File: config.mk
export PLATFORM = sky130hd
export DESIGN_NAME = cmt_top
export DESIGN_NICKNAME = d
export VERILOG_FILES = /design/src/logic/cmt_pkg.sv /design/src/logic/cmt_top.sv /design/src/logic/cmt_lsu_ctrl.sv /design/src/logic/cmt_branch_resolve.sv /design/src/logic/cmt_select.sv
export SDC_FILE = /design/constraint.sdc
export NUM_CORES = 1
export LEC_CHECK = 0
export BUFFER_PORTS_ARGS = -buffer_cell sky130_fd_sc_hd__buf_2
export CELL_PAD_IN_SITES_DETAIL_PLACEMENT = 2
export CELL_PAD_IN_SITES_GLOBAL_PLACEMENT = 2
export CORE_AREA = 2 2 169 171
export CTS_CLUSTER_DIAMETER = 60
export DETAILED_ROUTE_END_ITERATION = 8
export DIE_AREA = 0 0 171 173
export PLACE_DENSITY_LB_ADDON = 0.1
export SLEW_MARGIN = 20
export SYNTH_ARGS = -nofsm -noshare
export SYNTH_HDL_FRONTEND = slang
export SYNTH_SLANG_ARGS = --single-unit
File: constraint.sdc
create_clock -name clk -period 20.3 [get_ports clk]
set_input_delay 5.075 -clock clk [delete_from_list [all_inputs] [get_ports clk]]
set_output_delay 5.075 -clock clk [all_outputs]
set_load 0.01 [all_outputs]
File: src/logic/cmt_pkg.sv
/*
 Shared widths and encodings for the commit stage.
 The commit window is fixed at four entries and the PC is a word PC.
 The enum encodings are visible on the top-level ports, so any change
 here also changes the ROB and predictor side.
 */

package cmt_pkg;

   localparam int COMMIT_WIDTH = 4;          // ROB entries examined per cycle
   localparam int POP_W        = 3;          // Holds 0..COMMIT_WIDTH
   localparam int DW           = 32;
   localparam int PC_W         = 30;         // Word PC, byte bits dropped
   localparam int AW           = 32;         // Byte address on the data bus
   localparam int STRB_W       = DW / 8;
   localparam int PRF_AW       = 6;

   // LSU opcodes carried by each ROB entry
   typedef enum logic [3:0] {
      LSU_NONE = 4'd0,
      LSU_LB   = 4'd1,
      LSU_LBU  = 4'd2,
      LSU_LH   = 4'd3,
      LSU_LHU  = 4'd4,
      LSU_LW   = 4'd5,
      LSU_SB   = 4'd6,
      LSU_SH   = 4'd7,
      LSU_SW   = 4'd8
   } lsu_opc_e;

   typedef enum logic [1:0] {
      BR_NONE = 2'd0,
      BR_BCC  = 2'd1,                        // Conditional
      BR_BREL = 2'd2,                        // PC-relative jump
      BR_BREG = 2'd3                         // Register jump
   } br_kind_e;

   typedef enum logic [1:0] {
      LSU_IDLE = 2'd0,
      LSU_REQ  = 2'd1,
      LSU_RESP = 2'd2
   } lsu_state_e;

endpackage
File: src/logic/cmt_top.sv
/*
 Commit stage top level with a four-entry commit window.
 Only channel 0 carries PC, operands, destination and predictor data,
 since every consumer of those is a head-only serializing instruction.
 cmt_fire and cmt_pop_size are combinational from the same cycle.
 */

module cmt_top
(
   input  logic                                          clk,
   input  logic                                          rst,
   // ROB window
   input  logic [cmt_pkg::COMMIT_WIDTH-1:0]              cmt_valid,
   input  cmt_pkg::lsu_opc_e [cmt_pkg::COMMIT_WIDTH-1:0] cmt_lsu_opc,
   input  cmt_pkg::br_kind_e [cmt_pkg::COMMIT_WIDTH-1:0] cmt_br_kind,
   input  logic [cmt_pkg::COMMIT_WIDTH-1:0]              cmt_fls,
   input  logic [cmt_pkg::PC_W-1:0]                      cmt_fls_tgt,
   input  logic [cmt_pkg::PC_W-1:0]                      cmt_pc0,
   input  logic                                          cmt_bpu_taken,
   input  logic [cmt_pkg::PC_W-1:0]                      cmt_bpu_tgt,
   input  logic [cmt_pkg::DW-1:0]                        cmt_opera0,
   input  logic [cmt_pkg::DW-1:0]                        cmt_operb0,
   input  logic [cmt_pkg::PRF_AW-1:0]                    cmt_prd0,
   input  logic                                          cmt_prd_we0,
   output logic [cmt_pkg::COMMIT_WIDTH-1:0]              cmt_fire,
   output logic [cmt_pkg::POP_W-1:0]                     cmt_pop_size,
   // Pipeline flush
   output logic                                          flush,
   output logic [cmt_pkg::PC_W-1:0]                      flush_tgt,
   // Predictor update
   output logic                                          bpu_wb,
   output cmt_pkg::br_kind_e                             bpu_wb_kind,
   output logic                                          bpu_wb_taken,
   output logic [cmt_pkg::PC_W-1:0]                      bpu_wb_pc,
   output logic [cmt_pkg::PC_W-1:0]                      bpu_wb_npc_act,
   // Register file write
   output logic                                          prf_we,
   output logic [cmt_pkg::PRF_AW-1:0]                    prf_waddr,
   output logic [cmt_pkg::DW-1:0]                        prf_wdata,
   // Data bus
   output logic                                          dbus_req_valid,
   input  logic                                          dbus_req_ready,
   output logic                                          dbus_req_write,
   output logic [cmt_pkg::AW-1:0]                        dbus_req_addr,
   output logic [cmt_pkg::DW-1:0]                        dbus_req_wdata,
   output logic [cmt_pkg::STRB_W-1:0]                    dbus_req_strb,
   input  logic                                          dbus_rsp_valid,
   input  logic [cmt_pkg::DW-1:0]                        dbus_rsp_rdata
);

   logic head_lsu_req;
   logic head_br_commit;
   logic head_fls_commit;
   logic lsu_finish;

   cmt_select u_select
   (
      .cmt_valid        (cmt_valid),
      .cmt_lsu_opc      (cmt_lsu_opc),
      .cmt_br_kind      (cmt_br_kind),
      .cmt_fls          (cmt_fls),
      .flush            (flush),
      .lsu_finish       (lsu_finish),
      .cmt_fire         (cmt_fire),
      .cmt_pop_size     (cmt_pop_size),
      .head_lsu_req     (head_lsu_req),
      .head_br_commit   (head_br_commit),
      .head_fls_commit  (head_fls_commit)
   );

   cmt_branch_resolve u_branch_resolve
   (
      .clk              (clk),
      .rst              (rst),
      .head_br_commit   (head_br_commit),
      .head_fls_commit  (head_fls_commit),
      .cmt_fls_tgt      (cmt_fls_tgt),
      .cmt_pc0          (cmt_pc0),
      .cmt_br_kind0     (cmt_br_kind[0]),
      .cmt_bpu_taken    (cmt_bpu_taken),
      .cmt_bpu_tgt      (cmt_bpu_tgt),
      .flush            (flush),
      .flush_tgt        (flush_tgt),
      .bpu_wb           (bpu_wb),
      .bpu_wb_kind      (bpu_wb_kind),
      .bpu_wb_taken     (bpu_wb_taken),
      .bpu_wb_pc        (bpu_wb_pc),
      .bpu_wb_npc_act   (bpu_wb_npc_act)
   );

   cmt_lsu_ctrl u_lsu_ctrl
   (
      .clk              (clk),
      .rst              (rst),
      .head_lsu_req     (head_lsu_req),
      .cmt_lsu_opc0     (cmt_lsu_opc[0]),
      .cmt_opera0       (cmt_opera0),
      .cmt_operb0       (cmt_operb0),
      .cmt_prd_we0      (cmt_prd_we0),
      .dbus_req_ready   (dbus_req_ready),
      .dbus_rsp_valid   (dbus_rsp_valid),
      .dbus_rsp_rdata   (dbus_rsp_rdata),
      .lsu_finish       (lsu_finish),
      .prf_we           (prf_we),
      .prf_wdata        (prf_wdata),
      .dbus_req_valid   (dbus_req_valid),
      .dbus_req_write   (dbus_req_write),
      .dbus_req_addr    (dbus_req_addr),
      .dbus_req_strb    (dbus_req_strb),
      .dbus_req_wdata   (dbus_req_wdata)
   );

   assign prf_waddr = cmt_prd0;                   // Head stays put until finish

endmodule

File: src/logic/cmt_lsu_ctrl.sv
/*
 Uncached single-beat load/store sequencer for the ROB head.
 Addresses must be naturally aligned, nothing checks them here.
 One access in flight; the response is taken in any LSU_RESP cycle.
 The strobe marks the addressed bytes for reads as well as writes.
 */

module cmt_lsu_ctrl
(
   input  logic                           clk,
   input  logic                           rst,
   input  logic                           head_lsu_req,
   input  cmt_pkg::lsu_opc_e              cmt_lsu_opc0,
   input  logic [cmt_pkg::DW-1:0]         cmt_opera0,
   input  logic [cmt_pkg::DW-1:0]         cmt_operb0,
   input  logic                           cmt_prd_we0,
   input  logic                           dbus_req_ready,
   input  logic                           dbus_rsp_valid,
   input  logic [cmt_pkg::DW-1:0]         dbus_rsp_rdata,
   output logic                           lsu_finish,
   output logic                           prf_we,
   output logic [cmt_pkg::DW-1:0]         prf_wdata,
   output logic                           dbus_req_valid,
   output logic                           dbus_req_write,
   output logic [cmt_pkg::AW-1:0]         dbus_req_addr,
   output logic [cmt_pkg::STRB_W-1:0]     dbus_req_strb,
   output logic [cmt_pkg::DW-1:0]         dbus_req_wdata
);

   cmt_pkg::lsu_state_e           state_q;
   cmt_pkg::lsu_state_e           state_d;
   cmt_pkg::lsu_opc_e             opc_q;
   logic [cmt_pkg::AW-1:0]        addr_q;
   logic [cmt_pkg::DW-1:0]        wdata_q;
   logic                          is_store;
   logic                          is_byte;
   logic                          is_half;
   logic                          is_signed;
   logic [7:0]                    ld_byte;
   logic [15:0]                   ld_half;

   always_comb
   begin
      state_d = state_q;
      case (state_q)
         cmt_pkg::LSU_IDLE:
            if (head_lsu_req)
               state_d = cmt_pkg::LSU_REQ;
         cmt_pkg::LSU_REQ:
            if (dbus_req_ready)
               state_d = cmt_pkg::LSU_RESP;
         cmt_pkg::LSU_RESP:
            if (dbus_rsp_valid)
               state_d = cmt_pkg::LSU_IDLE;       // Head fires this cycle
         default:
            state_d = cmt_pkg::LSU_IDLE;
      endcase
   end

   always_ff @(posedge clk)
   begin
      if (rst)
         state_q <= cmt_pkg::LSU_IDLE;
      else
         state_q <= state_d;
   end

   // Capture the head access once, fields stay put until the next one
   always_ff @(posedge clk)
   begin
      if (state_q == cmt_pkg::LSU_IDLE && head_lsu_req)
      begin
         opc_q   <= cmt_lsu_opc0;
         addr_q  <= cmt_opera0;
         wdata_q <= cmt_operb0;
      end
   end

   assign is_store  = opc_q inside {cmt_pkg::LSU_SB, cmt_pkg::LSU_SH, cmt_pkg::LSU_SW};
   assign is_byte   = opc_q inside {cmt_pkg::LSU_LB, cmt_pkg::LSU_LBU, cmt_pkg::LSU_SB};
   assign is_half   = opc_q inside {cmt_pkg::LSU_LH, cmt_pkg::LSU_LHU, cmt_pkg::LSU_SH};
   assign is_signed = opc_q inside {cmt_pkg::LSU_LB, cmt_pkg::LSU_LH};

   // Request side
   assign dbus_req_valid = (state_q == cmt_pkg::LSU_REQ);
   assign dbus_req_write = is_store;
   assign dbus_req_addr  = {addr_q[cmt_pkg::AW-1:2], 2'b00};   // Word aligned

   always_comb
   begin
      if (is_byte)
      begin
         dbus_req_strb  = {{(cmt_pkg::STRB_W-1){1'b0}}, 1'b1} << addr_q[1:0];
         dbus_req_wdata = {cmt_pkg::STRB_W{wdata_q[7:0]}};       // Same byte in every lane
      end
      else if (is_half)
      begin
         dbus_req_strb  = addr_q[1] ? {{(cmt_pkg::STRB_W/2){1'b1}}, {(cmt_pkg::STRB_W/2){1'b0}}}
                                    : {{(cmt_pkg::STRB_W/2){1'b0}}, {(cmt_pkg::STRB_W/2){1'b1}}};
         dbus_req_wdata = {(cmt_pkg::STRB_W/2){wdata_q[15:0]}};
      end
      else
      begin
         dbus_req_strb  = {cmt_pkg::STRB_W{1'b1}};
         dbus_req_wdata = wdata_q;
      end
   end

   // Response side
   assign lsu_finish = (state_q == cmt_pkg::LSU_RESP) & dbus_rsp_valid;
   assign prf_we     = lsu_finish & ~is_store & cmt_prd_we0;

   assign ld_byte = dbus_rsp_rdata[{addr_q[1:0], 3'b000} +: 8];
   assign ld_half = dbus_rsp_rdata[{addr_q[1], 4'b0000} +: 16];

   always_comb
   begin
      if (is_byte)
         prf_wdata = {{(cmt_pkg::DW-8){is_signed & ld_byte[7]}}, ld_byte};
      else if (is_half)
         prf_wdata = {{(cmt_pkg::DW-16){is_signed & ld_half[15]}}, ld_half};
      else
         prf_wdata = dbus_rsp_rdata;
   end

endmodule

File: src/logic/cmt_branch_resolve.sv
/*
 Self-flush and branch predictor update for the head entry.
 flush is a one-cycle pulse the cycle after a committed fls entry.
 The predictor update is combinational and valid only with bpu_wb.
 */

module cmt_branch_resolve
(
   input  logic                          clk,
   input  logic                          rst,
   input  logic                          head_br_commit,
   input  logic                          head_fls_commit,
   input  logic [cmt_pkg::PC_W-1:0]      cmt_fls_tgt,
   input  logic [cmt_pkg::PC_W-1:0]      cmt_pc0,
   input  cmt_pkg::br_kind_e             cmt_br_kind0,
   input  logic                          cmt_bpu_taken,
   input  logic [cmt_pkg::PC_W-1:0]      cmt_bpu_tgt,
   output logic                          flush,
   output logic [cmt_pkg::PC_W-1:0]      flush_tgt,
   output logic                          bpu_wb,
   output cmt_pkg::br_kind_e             bpu_wb_kind,
   output logic                          bpu_wb_taken,
   output logic [cmt_pkg::PC_W-1:0]      bpu_wb_pc,
   output logic [cmt_pkg::PC_W-1:0]      bpu_wb_npc_act
);

   // No fire happens while flush is high, so this falls after one cycle
   always_ff @(posedge clk)
   begin
      if (rst)
         flush <= 1'b0;
      else
         flush <= head_fls_commit;
   end

   always_ff @(posedge clk)
   begin
      if (head_fls_commit)
         flush_tgt <= cmt_fls_tgt;                // Redirect PC for the front end
   end

   // A flushing branch was mispredicted, so flip the direction and take
   // the resolved target instead of the predicted one
   assign bpu_wb         = head_br_commit;
   assign bpu_wb_kind    = cmt_br_kind0;
   assign bpu_wb_pc      = cmt_pc0;
   assign bpu_wb_taken   = cmt_bpu_taken ^ head_fls_commit;
   assign bpu_wb_npc_act = head_fls_commit ? cmt_fls_tgt : cmt_bpu_tgt;

endmodule

File: src/logic/cmt_select.sv
/*
 Commit window arbitration, fully combinational.
 Loads, stores, branches and self-flushing entries retire only alone at
 the head. A head load or store holds the whole window until lsu_finish.
 */

module cmt_select
(
   input  logic [cmt_pkg::COMMIT_WIDTH-1:0]              cmt_valid,
   input  cmt_pkg::lsu_opc_e [cmt_pkg::COMMIT_WIDTH-1:0] cmt_lsu_opc,
   input  cmt_pkg::br_kind_e [cmt_pkg::COMMIT_WIDTH-1:0] cmt_br_kind,
   input  logic [cmt_pkg::COMMIT_WIDTH-1:0]              cmt_fls,
   input  logic                                          flush,
   input  logic                                          lsu_finish,
   output logic [cmt_pkg::COMMIT_WIDTH-1:0]              cmt_fire,
   output logic [cmt_pkg::POP_W-1:0]                     cmt_pop_size,
   output logic                                          head_lsu_req,
   output logic                                          head_br_commit,
   output logic                                          head_fls_commit
);

   logic [cmt_pkg::COMMIT_WIDTH-1:0] is_lsu;
   logic [cmt_pkg::COMMIT_WIDTH-1:0] is_br;
   logic [cmt_pkg::COMMIT_WIDTH-1:0] serial;
   logic [cmt_pkg::COMMIT_WIDTH-1:0] mask;
   logic [cmt_pkg::COMMIT_WIDTH-1:0] ready;
   logic                             head_lsu;
   logic                             cmt_ce;

   // Per-channel classification
   always_comb
   begin
      for (int i = 0; i < cmt_pkg::COMMIT_WIDTH; i++)
      begin
         is_lsu[i] = (cmt_lsu_opc[i] != cmt_pkg::LSU_NONE);
         is_br[i]  = (cmt_br_kind[i] != cmt_pkg::BR_NONE);
         serial[i] = is_lsu[i] | is_br[i] | cmt_fls[i];
      end
   end

   // Prefix mask: a serializing entry stops the window at itself,
   // and only channel 0 may be serializing
   always_comb
   begin
      mask[0] = 1'b1;
      mask[1] = ~serial[0] & ~serial[1];
      for (int j = 2; j < cmt_pkg::COMMIT_WIDTH; j++)
         mask[j] = mask[j-1] & ~serial[j];
   end

   assign ready    = cmt_valid & mask;
   assign head_lsu = cmt_valid[0] & is_lsu[0];
   assign cmt_ce   = ~head_lsu | lsu_finish;         // Stall on pending access

   assign cmt_fire = ready & {cmt_pkg::COMMIT_WIDTH{cmt_ce & ~flush}};

   always_comb
   begin
      cmt_pop_size = '0;
      for (int i = 0; i < cmt_pkg::COMMIT_WIDTH; i++)
         cmt_pop_size = cmt_pop_size + {{(cmt_pkg::POP_W-1){1'b0}}, cmt_fire[i]};
   end

   assign head_lsu_req    = head_lsu & ~flush;        // Mask is always set at 0
   assign head_br_commit  = cmt_fire[0] & is_br[0];
   assign head_fls_commit = cmt_fire[0] & cmt_fls[0];

endmodule

Yosys cells after proc, flatten, opt, wreduce, memory -nomap -nowiden

Cells that the tools add are included.

Equality and inequality tests: 12
Reduce and logical (&&, ||, !) cells: 15
Muxes and demuxes: 12
Add/sub/neg operators: 3
Bitwise gates (word level): 32
Shifts and indexed selects: 3

Operators by type and width:

| kind                  | number |
|---|---|
| $mux W32              | 4 |
| $shiftx A32 B6 Y16    | 1 |
| $shiftx A32 B6 Y8     | 1 |
| $mux W30              | 1 |
| $reduce_bool A4 Y1    | 4 |
| $and A1 B1 Y1         | 13 |
| $eq A4 B3 Y1 const B  | 3 |
| $mux W4               | 3 |
| $reduce_bool A2 Y1    | 5 |
| $or A1 B1 Y1          | 9 |
| $reduce_bool A3 Y1    | 3 |
| $and A4 B4 Y4         | 2 |
| $eq A4 B2 Y1 const B  | 2 |
| $not A1 Y1            | 7 |
| $add A3 B1 Y3         | 2 |
| $mux W2               | 3 |
| $pmux W2 S3           | 1 |
| $eq A4 B1 Y1 const B  | 1 |
| $eq A4 B4 Y1 const B  | 1 |
| $ne A2 B1 Y1 const B  | 2 |
| $shl A1 B2 Y4 const A | 1 |
| $reduce_and A3 Y1     | 1 |
| $add A1 B1 Y2         | 1 |
| $eq A2 B1 Y1 const B  | 1 |
| other kinds (5)       | 5 |

Output and inout port bits: 211
Flip-flop bits (word level): 101
Logic and storage cells: 83
Input port bits: 230

Logic depth before layout (Yosys ltp)

Gate-level depths: netlist (run 1).

Word-level depth: 12
Gate-level depth with buffers: 8
Depth with buffers taken out: 8

Hierarchy

A second synthesis (run 1) with hierarchy kept.

Cell total of the unflattened synthesis: 424
Area total of the unflattened synthesis: 5485.3 µm²

Modules (own cells, without submodules):

| module             | times used | cells each | area each (µm²) |
|---|---|---|---|
| cmt_lsu_ctrl       | 1          | 291        | 3555.9 |
| cmt_branch_resolve | 1          | 100        | 1697.9 |
| cmt_select         | 1          | 27         | 186.4 |
| cmt_top            | 1          | 6          | 45.0 |

Worst setup path after synthesis (run 1)

OpenSTA, ideal clock, no wires.

Path type: in2reg
Start: in cmt_valid[0] (netlist name)
End: reg u_lsu_ctrl.state_q[0]
Arrival time: 12385 ps
Stages: 3
Buffers on the path: 0
Library setup time: 87 ps
Required time: 20213 ps
Slack: 7828 ps
Cells stage by stage: nand2b_1 -> nor4_1 -> o21ba_2

Longest elaborated chain between the ends: 4

Ends and longest elaborated chain:

| element                     | RTL line           | text |
|---|---|---|
| start: declaration          | cmt_top.sv:13      | `input logic [cmt_pkg::COMMIT_WIDTH-1:0] cmt_valid,` |
| $and A1 B1 Y1               | cmt_select.sv:52   | `assign head_lsu = cmt_valid[0] & is_lsu[0];` |
| $and A1 B1 Y1               | cmt_select.sv:64   | `assign head_lsu_req = head_lsu & ~flush;` |
| $ne A2 B1 Y1 (no line)      | n/a                |  |
| $reduce_and A3 Y1 (no line) | n/a                |  |
| end signal: assignment      | cmt_lsu_ctrl.sv:63 | `state_q <= cmt_pkg::LSU_IDLE;` |
| end signal: assignment      | cmt_lsu_ctrl.sv:65 | `state_q <= state_d;` |
| end: declaration            | cmt_lsu_ctrl.sv:30 | `cmt_pkg::lsu_state_e state_q;` |

Every way passes these cells.
A chain may end at the register's enable or synchronous reset.

Worst setup path after layout (run 1)

Start: in cmt_lsu_opc[9] (netlist name)
End: out cmt_pop_size[1] (netlist name)

Longest elaborated chain between the ends: 9
Elaborated cells between the ends (all ways): 10

Ends and longest elaborated chain:

| element                                               | RTL line                           | text |
|---|---|---|
| start: declaration                                    | cmt_top.sv:14                      | `input cmt_pkg::lsu_opc_e [cmt_pkg::COMMIT_WIDTH-1:0] cmt_lsu_opc,` |
| $reduce_bool A4 Y1 *                                  | cmt_select.sv:35                   | `is_lsu[i] = (cmt_lsu_opc[i] != cmt_pkg::LSU_NONE);` |
| $or A1 B1 Y1 * (2 in series)                          | cmt_select.sv:37                   | `serial[i] = is_lsu[i] \| is_br[i] \| cmt_fls[i];` |
| $not A1 Y1 *                                          | cmt_select.sv:48                   | `mask[j] = mask[j-1] & ~serial[j];` |
| $and A1 B1 Y1 *                                       | cmt_select.sv:48                   |  |
| $and A4 B4 Y4 *                                       | cmt_select.sv:51                   | `assign ready = cmt_valid & mask;` |
| $and A4 B4 Y4 *                                       | cmt_select.sv:55                   | `assign cmt_fire = ready & {cmt_pkg::COMMIT_WIDTH{cmt_ce & ~flush}};` |
| $add A3 B1 Y3 / $and A4 B4 Y4 (equally long branches) | cmt_select.sv:61, cmt_select.sv:55 |  |
| $add A3 B1 Y3 *                                       | cmt_select.sv:61                   | `cmt_pop_size = cmt_pop_size + {{(cmt_pkg::POP_W-1){1'b0}}, cmt_fire[i]};` |
| end: declaration                                      | cmt_top.sv:26                      | `output logic [cmt_pkg::POP_W-1:0] cmt_pop_size,` |

Mark *: on every way between the ends. The rest lies on a longest branch, timed or not.

==> metrics.txt, run 1 <==
status=finished, final reports clean; sequential share of the synthesized area=52.3%; Crit path required time=15.23 ns; Final min period=12.33 ns; Die H=173 µm; critical-path maximum fanout=4; synth top area cells=edfxtp_1 51%, buf_4 10%, mux2_4 7.1%; relative slew slack=26.3%; top cell type's share of synthesized area=51.3%; worst vdd ir=0.0000548 V; Clk Latency, worst-skew pair=0.35 ns; Post-synth EDFFs=98; Clock Skew=0.0169 ns; post-synth top area cell=edfxtp_1; final setup violating endpoints=0; Critical Path Sink Type=primary output; Area growth, synth to finish=33.5%; # placed instances=1081; Multi-input gate area=1980 µm²; non-filler cells, final=1098; row count=61; initial drt markers=269; Fillers=3158; GRT Overall Usage=15.5%; WHS=0.622 ns; largest net degree at the start of global routing=70; hold depth=2; number of library cell types mapped by synthesis=55; Avg Cell Area, Syn=13.2 µm²; fin nets=947; Max Freq=81.1 MHz; Final Cycle Share=60.7%; Avg Vias per Cell=4.39; Starting Density=20.8%; CTS tree=built; setup_tns=0 ns; Clock transition at path regs=0.06 ns; Primary FF master, synth=edfxtp_1; Placeable Area=27600 µm²; total CTS buffers=9; YS warnings=0; Least-Margin Pin Slew=1.11 ns; routed wire length=23.5 mm; max-slew violations=0; pwr dens=69.8 nW/µm²; # Max-Cap Violations=0; Sequential Area=3000 µm²; Final WS setup=7.97 ns; # DRC=0; mapped cell area=5740 µm²; drt first pass iters=4; Routed Antenna Nets=0; ys async rst share=0%; clock sink total=101; full die area=29600 µm²; number of global-route vias before repair=5443; drt wl/cell=21.4 µm; setup bufs post-CTS=0; arrival time at the worst endpoint=7.25 ns; layout cells sized above 1=63.7%; final hold vios=0; Via Count=4816; unrepaired setup endpoints after global routing=no; post-DP HPWL=18.8 mm; Hold Buf Count CTS=0; cells after synthesis=435; total gr overflow=0; hold crit path type=reg -> reg; antenna violations before repair=3; Synth Register Bits=101; post-CTS sizing=0; first-pass GRT wire length=34.5 mm; worst slack, placed=8.00 ns; clock root buffer master=clkbuf_16; CP Class=in -> out; leakage power=3.36 nW; io pins=441; worst reg2reg path depth=4; CTS Buffer Depth=2; Buffers on Ports=366; Setup crit start kind=input pin; Die Wd=171 µm; gp weighted congestion=0.778; H-tree depth=3
flip-flops by register name (all words and copies together) (netlist names):
| register | flops |
|---|---|
| u_lsu_ctrl.addr_q | 32 |
| u_branch_resolve.flush_tgt | 30 |
| u_lsu_ctrl.state_q | 2 |
| u_lsu_ctrl.opc_q | 4 |
| u_branch_resolve.flush | 1 |
| u_lsu_ctrl.wdata_q | 32 |
report_power, final:
group | total (W) | switching (W) | leakage, nW | internal [W]
registers | 0.000249 | 0.00000669 | 0.944 | 0.000242
clock network | 0.000171 | 0.0000851 | 0.136 | 0.0000856
logic | 0.000115 | 0.0000634 | 2.28 | 0.0000517
cells by family (layout without fill, tap and decap cells):
family          after synthesis  in the layout  share of synthesized area, %
fa+ha+maj                     3              3                         0.785
other cells                   1              3                        0.0653
xor+xnor                      2              2                         0.305
compound gates               93             93                          11.4
simple gates                 64             64                          6.93
buf+inv                     115            398                          13.8
flops                       101            101                          52.3
mux                          56             56                          14.4
cells in the mapped netlist, drive strengths merged, types with 2 or more instances:
master   number
inv           8
and4          2
nor4b         4
or4           2
ha            2
nor3          2
or4b          2
nand2         3
nor4          6
mux4          8
o21ai        16
nand2b        2
nand3b        2
nand3        25
edfxtp       98
buf          94
clkbuf       13
mux2         47
nor2b         2
o211ai       32
a21oi        12
o2bb2ai      16
a31oi         8
dfxtp         3
nor2          5
layout by cell type, fill, tap and decap left out, drive strengths merged, types with 3 or more instances in the layout:
| cell | count |
|---|---|
| nor4 | 6 |
| edfxtp | 98 |
| o21ai | 16 |
| o2bb2ai | 16 |
| nor2 | 5 |
| nand3 | 25 |
| clkinv | 4 |
| buf | 374 |
| mux2 | 47 |
| a31oi | 8 |
| inv | 9 |
| o211ai | 32 |
| clkbuf | 10 |
| mux4 | 8 |
| nor4b | 4 |
| dfxtp | 3 |
| a21oi | 12 |
| nand2 | 3 |
metrics by stage:
step | power, W | instance area (µm²) | utilization (%)
2_1_floorplan | 0.000324 | 5740 | -
3_3_place_gp | 0.000370 | 7370 | 26.7
3_5_place_dp | 0.000372 | 7370 | 26.7
4_1_cts | 0.000544 | 7660 | 27.7
5_1_grt | 0.000561 | 7660 | 27.7
6_report | 0.000535 | 7660 | 27.7
worst max-delay path, stage by stage:
cell and delay (ns):
buf_2 0.10, or4_1 0.50, nor4_1 0.50, nand4_1 0.22, fa_1 0.43, inv_1 0.07
ha_1 0.22, buf_2 0.14
final timing paths:
path	from	to	slack, ns
worst max-delay path	cmt_lsu_opc[9]	cmt_pop_size[1]	7.97
worst min-delay path	u_lsu_ctrl.state_q[1]	u_lsu_ctrl.state_q[1]	0.62
worst max register to register	u_lsu_ctrl.state_q[0]	u_branch_resolve.flush_tgt[23]	18.12
worst min register to register	u_lsu_ctrl.state_q[1]	u_lsu_ctrl.state_q[1]	0.62
per-layer routing:
layer	vias up	global-route usage [%]	share of wire, %
met5	-	0	0.11
met4	4	4.41	1.6
met3	34	5.93	9.5
met2	231	28.7	53
met1	2389	16.0	35
li1	2158	-	-
area by class of cell:
type,count,share of cell area [%]
inverter,8,0.392
clock inverter,6,0.767
timing repair buffer,374,24.7
tap,378,6.17
multi-input combinational,220,25.8
antenna,1,0.0327
sequential,101,39.2
clock buffer,10,2.99
No activity file was read; power rests on OpenSTA's default activity.
==> run 2: changes to the inputs <==
--- a/config.mk
+++ b/config.mk
@@ -5,13 +5,15 @@
 export SDC_FILE = /design/constraint.sdc
 export NUM_CORES = 1
 export LEC_CHECK = 0
+export ABC_AREA = 1
 export BUFFER_PORTS_ARGS = -buffer_cell sky130_fd_sc_hd__buf_2
 export CELL_PAD_IN_SITES_DETAIL_PLACEMENT = 2
 export CELL_PAD_IN_SITES_GLOBAL_PLACEMENT = 2
-export CORE_AREA = 2 2 169 171
+export CORE_ASPECT_RATIO = 0.8
+export CORE_MARGIN = 2
+export CORE_UTILIZATION = 18
 export CTS_CLUSTER_DIAMETER = 60
 export DETAILED_ROUTE_END_ITERATION = 8
-export DIE_AREA = 0 0 171 173
 export PLACE_DENSITY_LB_ADDON = 0.1
 export SLEW_MARGIN = 20
 export SYNTH_ARGS = -nofsm -noshare
==> constraint.sdc (replaced) <==
create_clock -name clk -period 10.2 [get_ports clk]
set_input_delay 2.55 -clock clk [delete_from_list [all_inputs] [get_ports clk]]
set_output_delay 2.55 -clock clk [all_outputs]
set_load 0.01 [all_outputs]
==> run 2 against run 1 <==
Register-to-register slack worse by 10 ns. Synthesized cell count is 56% higher. Critical endpoint is now bpu_wb_npc_act[20]. Clock-buffer cell count is 1 lower. Cell count is 26% higher. Design area is 1.3% higher. Global-route usage is 1.4 points lower.
==> metrics.txt, run 2 <==
synth top area cells=edfxtp_1 51%, nand2_1 17%, buf_4 10%; CP endpoint=bpu_wb_npc_act[20]; clock sink total=101 (unchanged); Least-Margin Pin Slew=0.872 ns (-0.235 ns); Final min period=7.15 ns; sequential share of the synthesized area=51.8% (-0.50 points); Synth Register Bits=101 (unchanged); io pins=441 (unchanged); worst path cell trace=buf_2 -> nor2_1 -> nand2_1 -> nand3_2 -> nand3_2 -> nor2_4 -> buf_4 -> nand2_1 -> nand2_1 -> buf_2; post-DP HPWL=18.7 mm (-0.33%); Synth top cells by count=265 x nand2_1, 98 x edfxtp_1, 81 x buf_4; top cell type's share of synthesized area=50.8% (-0.49 points); worst vdd ir=0.0000678 V (+24%); relative slew slack=41.9% (+16 points); routed wire length=23.9 mm (+1.6%); CTS tree=built; layout cells sized above 1=42.0% (-22 points); Clk Latency, worst-skew pair=0.36 ns (about the same); Flop pwr share=43.9% (-2.7 points); critical path depth in cells=10 (+2); top-count cell post-synth=nand2_1; r2r setup slk=7.96 ns (-10.16 ns); Max Freq=140 MHz; biggest regs=u_lsu_ctrl.addr_q: 32 flops, u_lsu_ctrl.wdata_q: 32 flops, u_branch_resolve.flush_tgt: 30 flops; Post-synth EDFFs=98 (unchanged); number of global-route vias before repair=5800 (+6.6%); post-synth top area cell=edfxtp_1; most common cell after layout, fill and taps aside=buf_2; total CTS buffers=9 (unchanged); Via Count=5491 (+14%); drt first pass iters=4 (unchanged); Clock power frac=33.1% (+1.2 points); Multi-input gate area=1880 µm² (-5.0%); worst path bufs/invs=3 (unchanged); first-pass GRT wire length=35.6 mm (+3.4%); Reg-to-Reg End=u_branch_resolve.flush_tgt[14]; Routed Antenna Nets=0 (unchanged); Clock transition at path regs=0.07 ns (about the same); Clock Skew=0.0133 ns (-0.00364 ns); GRT Overall Usage=14.1% (-1.4 points); Avg Vias per Cell=3.98 (-9.3%); Sequential Area=3000 µm² (unchanged); leakage power=3.96 nW (+18%); drt wl/cell=17.3 µm (-19%); antenna violations before repair=5 (+2); Int Pwr=0.000780 W (+110%); Fillers=3751 (+19%); Die Wd=205 µm (+20%); hold depth=2 (unchanged); # placed instances=1364 (+26%); fin nets=1188 (+25%); initial drt markers=183 (-32%); number of library cell types mapped by synthesis=31 (-44%); row count=58 (-4.9%); non-filler cells, final=1381 (+26%); status=finished, final reports clean; Primary FF master, synth=edfxtp_1; H-tree depth=3 (unchanged); Buffers on Ports=366 (unchanged); largest net degree at the start of global routing=63 (-10%); Crit path required time=7.65 ns (-7.58 ns); slowest cell on the critical path=nor2_4; total gr overflow=0 (unchanged); critical-path maximum fanout=32 (+28); switching part of the total=30.8% (+1.8 points); post-CTS sizing=0 (unchanged); design area=7760 µm² (+1.3%); CP dominant cell by count=nand2_1; # DRC=0 (unchanged); most frequent cells in the layout=366 x buf_2, 265 x nand2_1, 98 x edfxtp_1; Max stage delay on crit path=0.61 ns (+0.11 ns); Critical Path Sink Type=primary output; ys async rst share=0% (unchanged); YS warnings=0 (unchanged); cells after synthesis=678 (+56%); max-slew violations=0 (unchanged); unrepaired setup endpoints after global routing=no; Hold Buf Count CTS=0 (unchanged); Placed Area=7440 µm² (+0.90%); arrival time at the worst endpoint=4.60 ns (-2.65 ns); full die area=33700 µm² (+14%); mapped cell area=5790 µm² (+0.96%); # Max-Cap Violations=0 (unchanged); worst reg2reg path depth=5 (+1); Placeable Area=31600 µm² (+14%); Avg Cell Area, Syn=8.55 µm² (-35%); Die H=164 µm (-4.9%); switching power of the nets=0.000347 W (+120%); hold crit path type=reg -> reg; final hold vios=0 (unchanged); pwr dens=145 nW/µm² (+110%); FF-to-FF Start=u_lsu_ctrl.state_q[1]; Area growth, synth to finish=33.9%; setup bufs post-CTS=0 (unchanged); setup_tns=0 ns (unchanged); CP startpoint=cmt_lsu_opc[1]; Final Cycle Share=70.1%; clock root buffer master=clkbuf_16; final setup violating endpoints=0 (unchanged); CTS Buffer Depth=2 (unchanged); combinational fraction of design power=23.0% (+1.5 points); CP Class=in -> out; Setup crit start kind=input pin; gp weighted congestion=0.713 (-8.4%); fin util=24.6% (-3.2 points); family with the most delay on the worst path=simple AND/OR/NAND/NOR gates; Starting Density=18.4% (-2.4 points)
[run 2: cell types whose count changed after synthesis, sizes merged, moves of 8 or more]
cell | previous run | this run
a31oi | 8 | 0
inv | 8 | 42
mux2 | 47 | 0
mux4 | 8 | 0
nand2 | 3 | 268
nand3 | 25 | 55
nor2 | 5 | 29
o211ai | 32 | 0
o21ai | 16 | 43
o2bb2ai | 16 | 0
[run 2: worst register-to-register path: stages, from the launching register on]
cell	delay, ns
dfxtp_1	0.39
nand3_1	0.18
nand3_2	0.14
nand3_2	0.12
nor2_4	0.61
buf_4	0.47
[run 2: final cells by class]
cell class / instances / area share (%)
clock buffer: 9 / 2.90
sequential: 101 / 38.7
clock inverter: 7 / 1.19
tap: 420 / 6.77
timing repair buffer: 372 / 24.2
inverter: 42 / 2.03
multi-input combinational: 429 / 24.2
antenna: 1 / 0.0322
[run 2: worst min-delay path by stage]
stage / slack, ns / startpoint / end
CTS: 0.55 / u_lsu_ctrl.state_q[1] / u_lsu_ctrl.state_q[1]
finish: 0.54 / u_lsu_ctrl.state_q[1] / u_lsu_ctrl.state_q[1]
floorplan: 0.49 / u_lsu_ctrl.state_q[1] / u_lsu_ctrl.state_q[1]
global route: 0.58 / u_lsu_ctrl.state_q[1] / u_lsu_ctrl.state_q[1]
detailed placement: 0.53 / u_lsu_ctrl.state_q[1] / u_lsu_ctrl.state_q[1]
global placement: 0.53 / u_lsu_ctrl.state_q[1] / u_lsu_ctrl.state_q[1]
[run 2: logic make-up (layout without fill, tap and decap cells)]
logic type                 count (synthesis)  in the layout  synth area share, %
and+or+nand+nor                          365            365                 26.1
DFF                                      101            101                 51.8
other                                      1              3               0.0647
AOI/OAI and AO/OA                         59             59                 5.25
buffers and inverters                    149            430                 16.0
adders and majority gates                  3              3                0.777
[run 2: power groups by stage]
stage	combinational [W]	sequential, W	clock, W
finish	0.000259	0.000495	0.000374
global route	0.000291	0.000498	0.000403
floorplan	0.000156	0.000506	0
detailed placement	0.000266	0.000505	0
CTS	0.000267	0.000496	0.000391
global placement	0.000265	0.000504	0
[run 2: through the flow]
stage / setup slack [ns] / hold WS, ns / total power [W]
2_1_floorplan: 3.56 / 0.489 / 0.000662
3_3_place_gp: 2.99 / 0.532 / 0.000769
3_5_place_dp: 2.90 / 0.534 / 0.000770
4_1_cts: 2.90 / 0.546 / 0.00115
5_1_grt: 2.68 / 0.583 / 0.00119
6_report: 3.05 / 0.541 / 0.00113
[run 2: layer usage]
layer	share of wire, %	GRT usage, %	vias up
li1	-	-	2682
met1	44	17.5	2554
met2	45	22.6	220
met3	10	6.24	25
met4	0.92	2.90	10
met5	0.23	0	-
==> run 3: changes to the inputs <==
==> constraint.sdc (replaced) <==
create_clock -name clk -period 6.02 [get_ports clk]
set_input_delay 1.505 -clock clk [delete_from_list [all_inputs] [get_ports clk]]
set_output_delay 1.505 -clock clk [all_outputs]
set_load 0.01 [all_outputs]
==> run 3 against run 2 <==
Clock-buffer cell count is the same. Sequential power grew 70%. Hold slack gained 0.011 ns. Global-route usage grew 0.17 points. Design area shrank 0.24%. Clock skew shrank 0.0024 ns. Wire length grew 0.96%. Clock power grew 60%. Critical path type unchanged.
==> metrics.txt, run 3 (same netlist as run 2, synthesis figures left out) <==
unrepaired setup endpoints after global routing=no; FF-to-FF Start=u_lsu_ctrl.state_q[1]; Inserted Diodes=0 (-1); full die area=33700 µm² (unchanged); Hold Buf Count CTS=0 (unchanged); CP startpoint=cmt_lsu_opc[7]; max-slew violations=0 (unchanged); final hold vios=0 (unchanged); Final Cycle Share=79.8%; Starting Density=18.4% (unchanged); setup bufs post-CTS=0 (unchanged); Max Freq=208 MHz; Clock transition at path regs=0.07 ns (about the same); Reg-to-Reg End=u_lsu_ctrl.wdata_q[24]; clock sink total=101 (unchanged); most frequent cells in the layout=366 x buf_2, 265 x nand2_1, 98 x edfxtp_1; gp weighted congestion=0.720 (+0.97%); number of global-route vias before repair=5741 (-1.0%); setup_tns=0 ns (unchanged); Power Total=0.00188 W (+67%); row count=58 (unchanged); first-pass GRT wire length=35.6 mm (about the same); r2r setup slk=3.88 ns (-4.08 ns); total CTS buffers=9 (unchanged); Clock Skew=0.0109 ns (-0.00243 ns); Critical Path Sink Type=primary output; drt first pass iters=4 (unchanged); routed wire length=24.1 mm (+0.96%); Crit path required time=4.51 ns (-3.14 ns); Clk Latency, worst-skew pair=0.37 ns (about the same); worst vdd ir=0.000115 V (+70%); # DRC=0 (unchanged); CTS Buffer Depth=2 (unchanged); Die H=164 µm (unchanged); relative slew slack=40.7% (-1.2 points); Routed Antenna Nets=0 (unchanged); most common cell after layout, fill and taps aside=buf_2; critical-path maximum fanout=2 (-94%); worst reg2reg path depth=3 (-2); CP endpoint=cmt_pop_size[1]; Setup crit start kind=input pin; Placeable Area=31600 µm² (unchanged); Area growth, synth to finish=33.6%; post-CTS sizing=0 (unchanged); io pins=441 (unchanged); CP Class=in -> out; CTS tree=built; final setup violating endpoints=0 (unchanged); antenna violations before repair=3 (-2); biggest regs=u_lsu_ctrl.addr_q: 32 flops, u_lsu_ctrl.wdata_q: 32 flops, u_branch_resolve.flush_tgt: 30 flops; Buffers on Ports=366 (unchanged); arrival time at the worst endpoint=3.30 ns (-1.30 ns); layout cells sized above 1=41.9% (-0.044 points); H-tree depth=3 (unchanged); Die Wd=205 µm (unchanged); post-DP HPWL=19.0 mm (+1.3%); fin nets=1189 (+0.084%); largest net degree at the start of global routing=64 (+1.6%); drt wl/cell=17.5 µm (+0.96%); Least-Margin Pin Slew=0.890 ns (+0.0182 ns); leakage power=3.96 nW (about the same); hold crit path type=reg -> reg; pwr dens=243 nW/µm² (+67%); Avg Vias per Cell=4.01 (+0.78%); total gr overflow=0 (unchanged); Final min period=4.80 ns; status=finished, final reports clean; GRT Overall Usage=14.3% (+0.17 points); Via Count=5534 (+0.78%); initial drt markers=210 (+15%); # Max-Cap Violations=0 (unchanged); clock root buffer master=clkbuf_16
run 3: changes by cell type in the layout (fill, tap and decap cells not counted):
cell,before,now
buf_4,6,7
clkinvlp_4,2,0
clkinv_4,0,1
bufinv_16,1,0
diode_2,1,0
inv_6,1,2
clkinv_1,0,1
run 3: through the flow:
stage	util (%)	cells	setup WS [ns]	hold WS (ns)	area [µm²]
after floorplan	-	679	0.944	0.489	5800
after global placement	23.6	1365	1.12	0.541	7450
after detailed placement	23.6	1365	1.11	0.545	7450
after CTS	24.5	1381	1.10	0.556	7740
after global routing	24.5	1381	1.01	0.581	7740
final	24.5	1381	1.22	0.551	7740
run 3: per-layer routing:
metal	vias up	share of wire, %	track usage [%]
met5	-	0.14	0
met2	220	46	22.6
met4	6	0.87	2.96
met1	2604	44	18.1
met3	17	9.2	5.92
li1	2687	-	-
run 3: report_power, final:
| part | total [W] | switching (W) | internal (W) |
|---|---|---|---|
| Clock | 0.000600 | 0.000307 | 0.000293 |
| Sequential | 0.000841 | 0.0000173 | 0.000823 |
| Combinational | 0.000438 | 0.000272 | 0.000166 |
| Total | 0.00188 | 0.000597 | 0.00128 |
run 3: how the worst min path moves through the flow:
stage	startpoint	to	slack [ns]	cells after the start
4_1_cts	u_lsu_ctrl.state_q[1]	u_lsu_ctrl.state_q[1]	0.56	2
3_5_place_dp	u_lsu_ctrl.state_q[1]	u_lsu_ctrl.state_q[1]	0.55	2
3_3_place_gp	u_lsu_ctrl.state_q[1]	u_lsu_ctrl.state_q[1]	0.54	2
2_1_floorplan	u_lsu_ctrl.state_q[1]	u_lsu_ctrl.state_q[1]	0.49	2
5_1_grt	u_lsu_ctrl.state_q[1]	u_lsu_ctrl.state_q[1]	0.58	2
6_report	u_lsu_ctrl.state_q[1]	u_lsu_ctrl.state_q[1]	0.55	2
run 3: final cells by class:
cell class,count,area [µm²]
fillers,3771,23800
flip-flops and latches,101,3000
repair buffers,373,1880
multi-input cells,429,1880
well taps,420,526
clock buffers,9,225
inverters,42,158
clock inverters,7,68.8
run 3: worst max-delay path: stages:
cell and delay (ns):
buf_2 0.10, or2_2 0.28, nor2_1 0.21, nand3_1 0.10, nor2_1 0.14, ha_1 0.15
inv_1 0.05, fa_1 0.35, inv_1 0.06, ha_1 0.21, buf_2 0.14
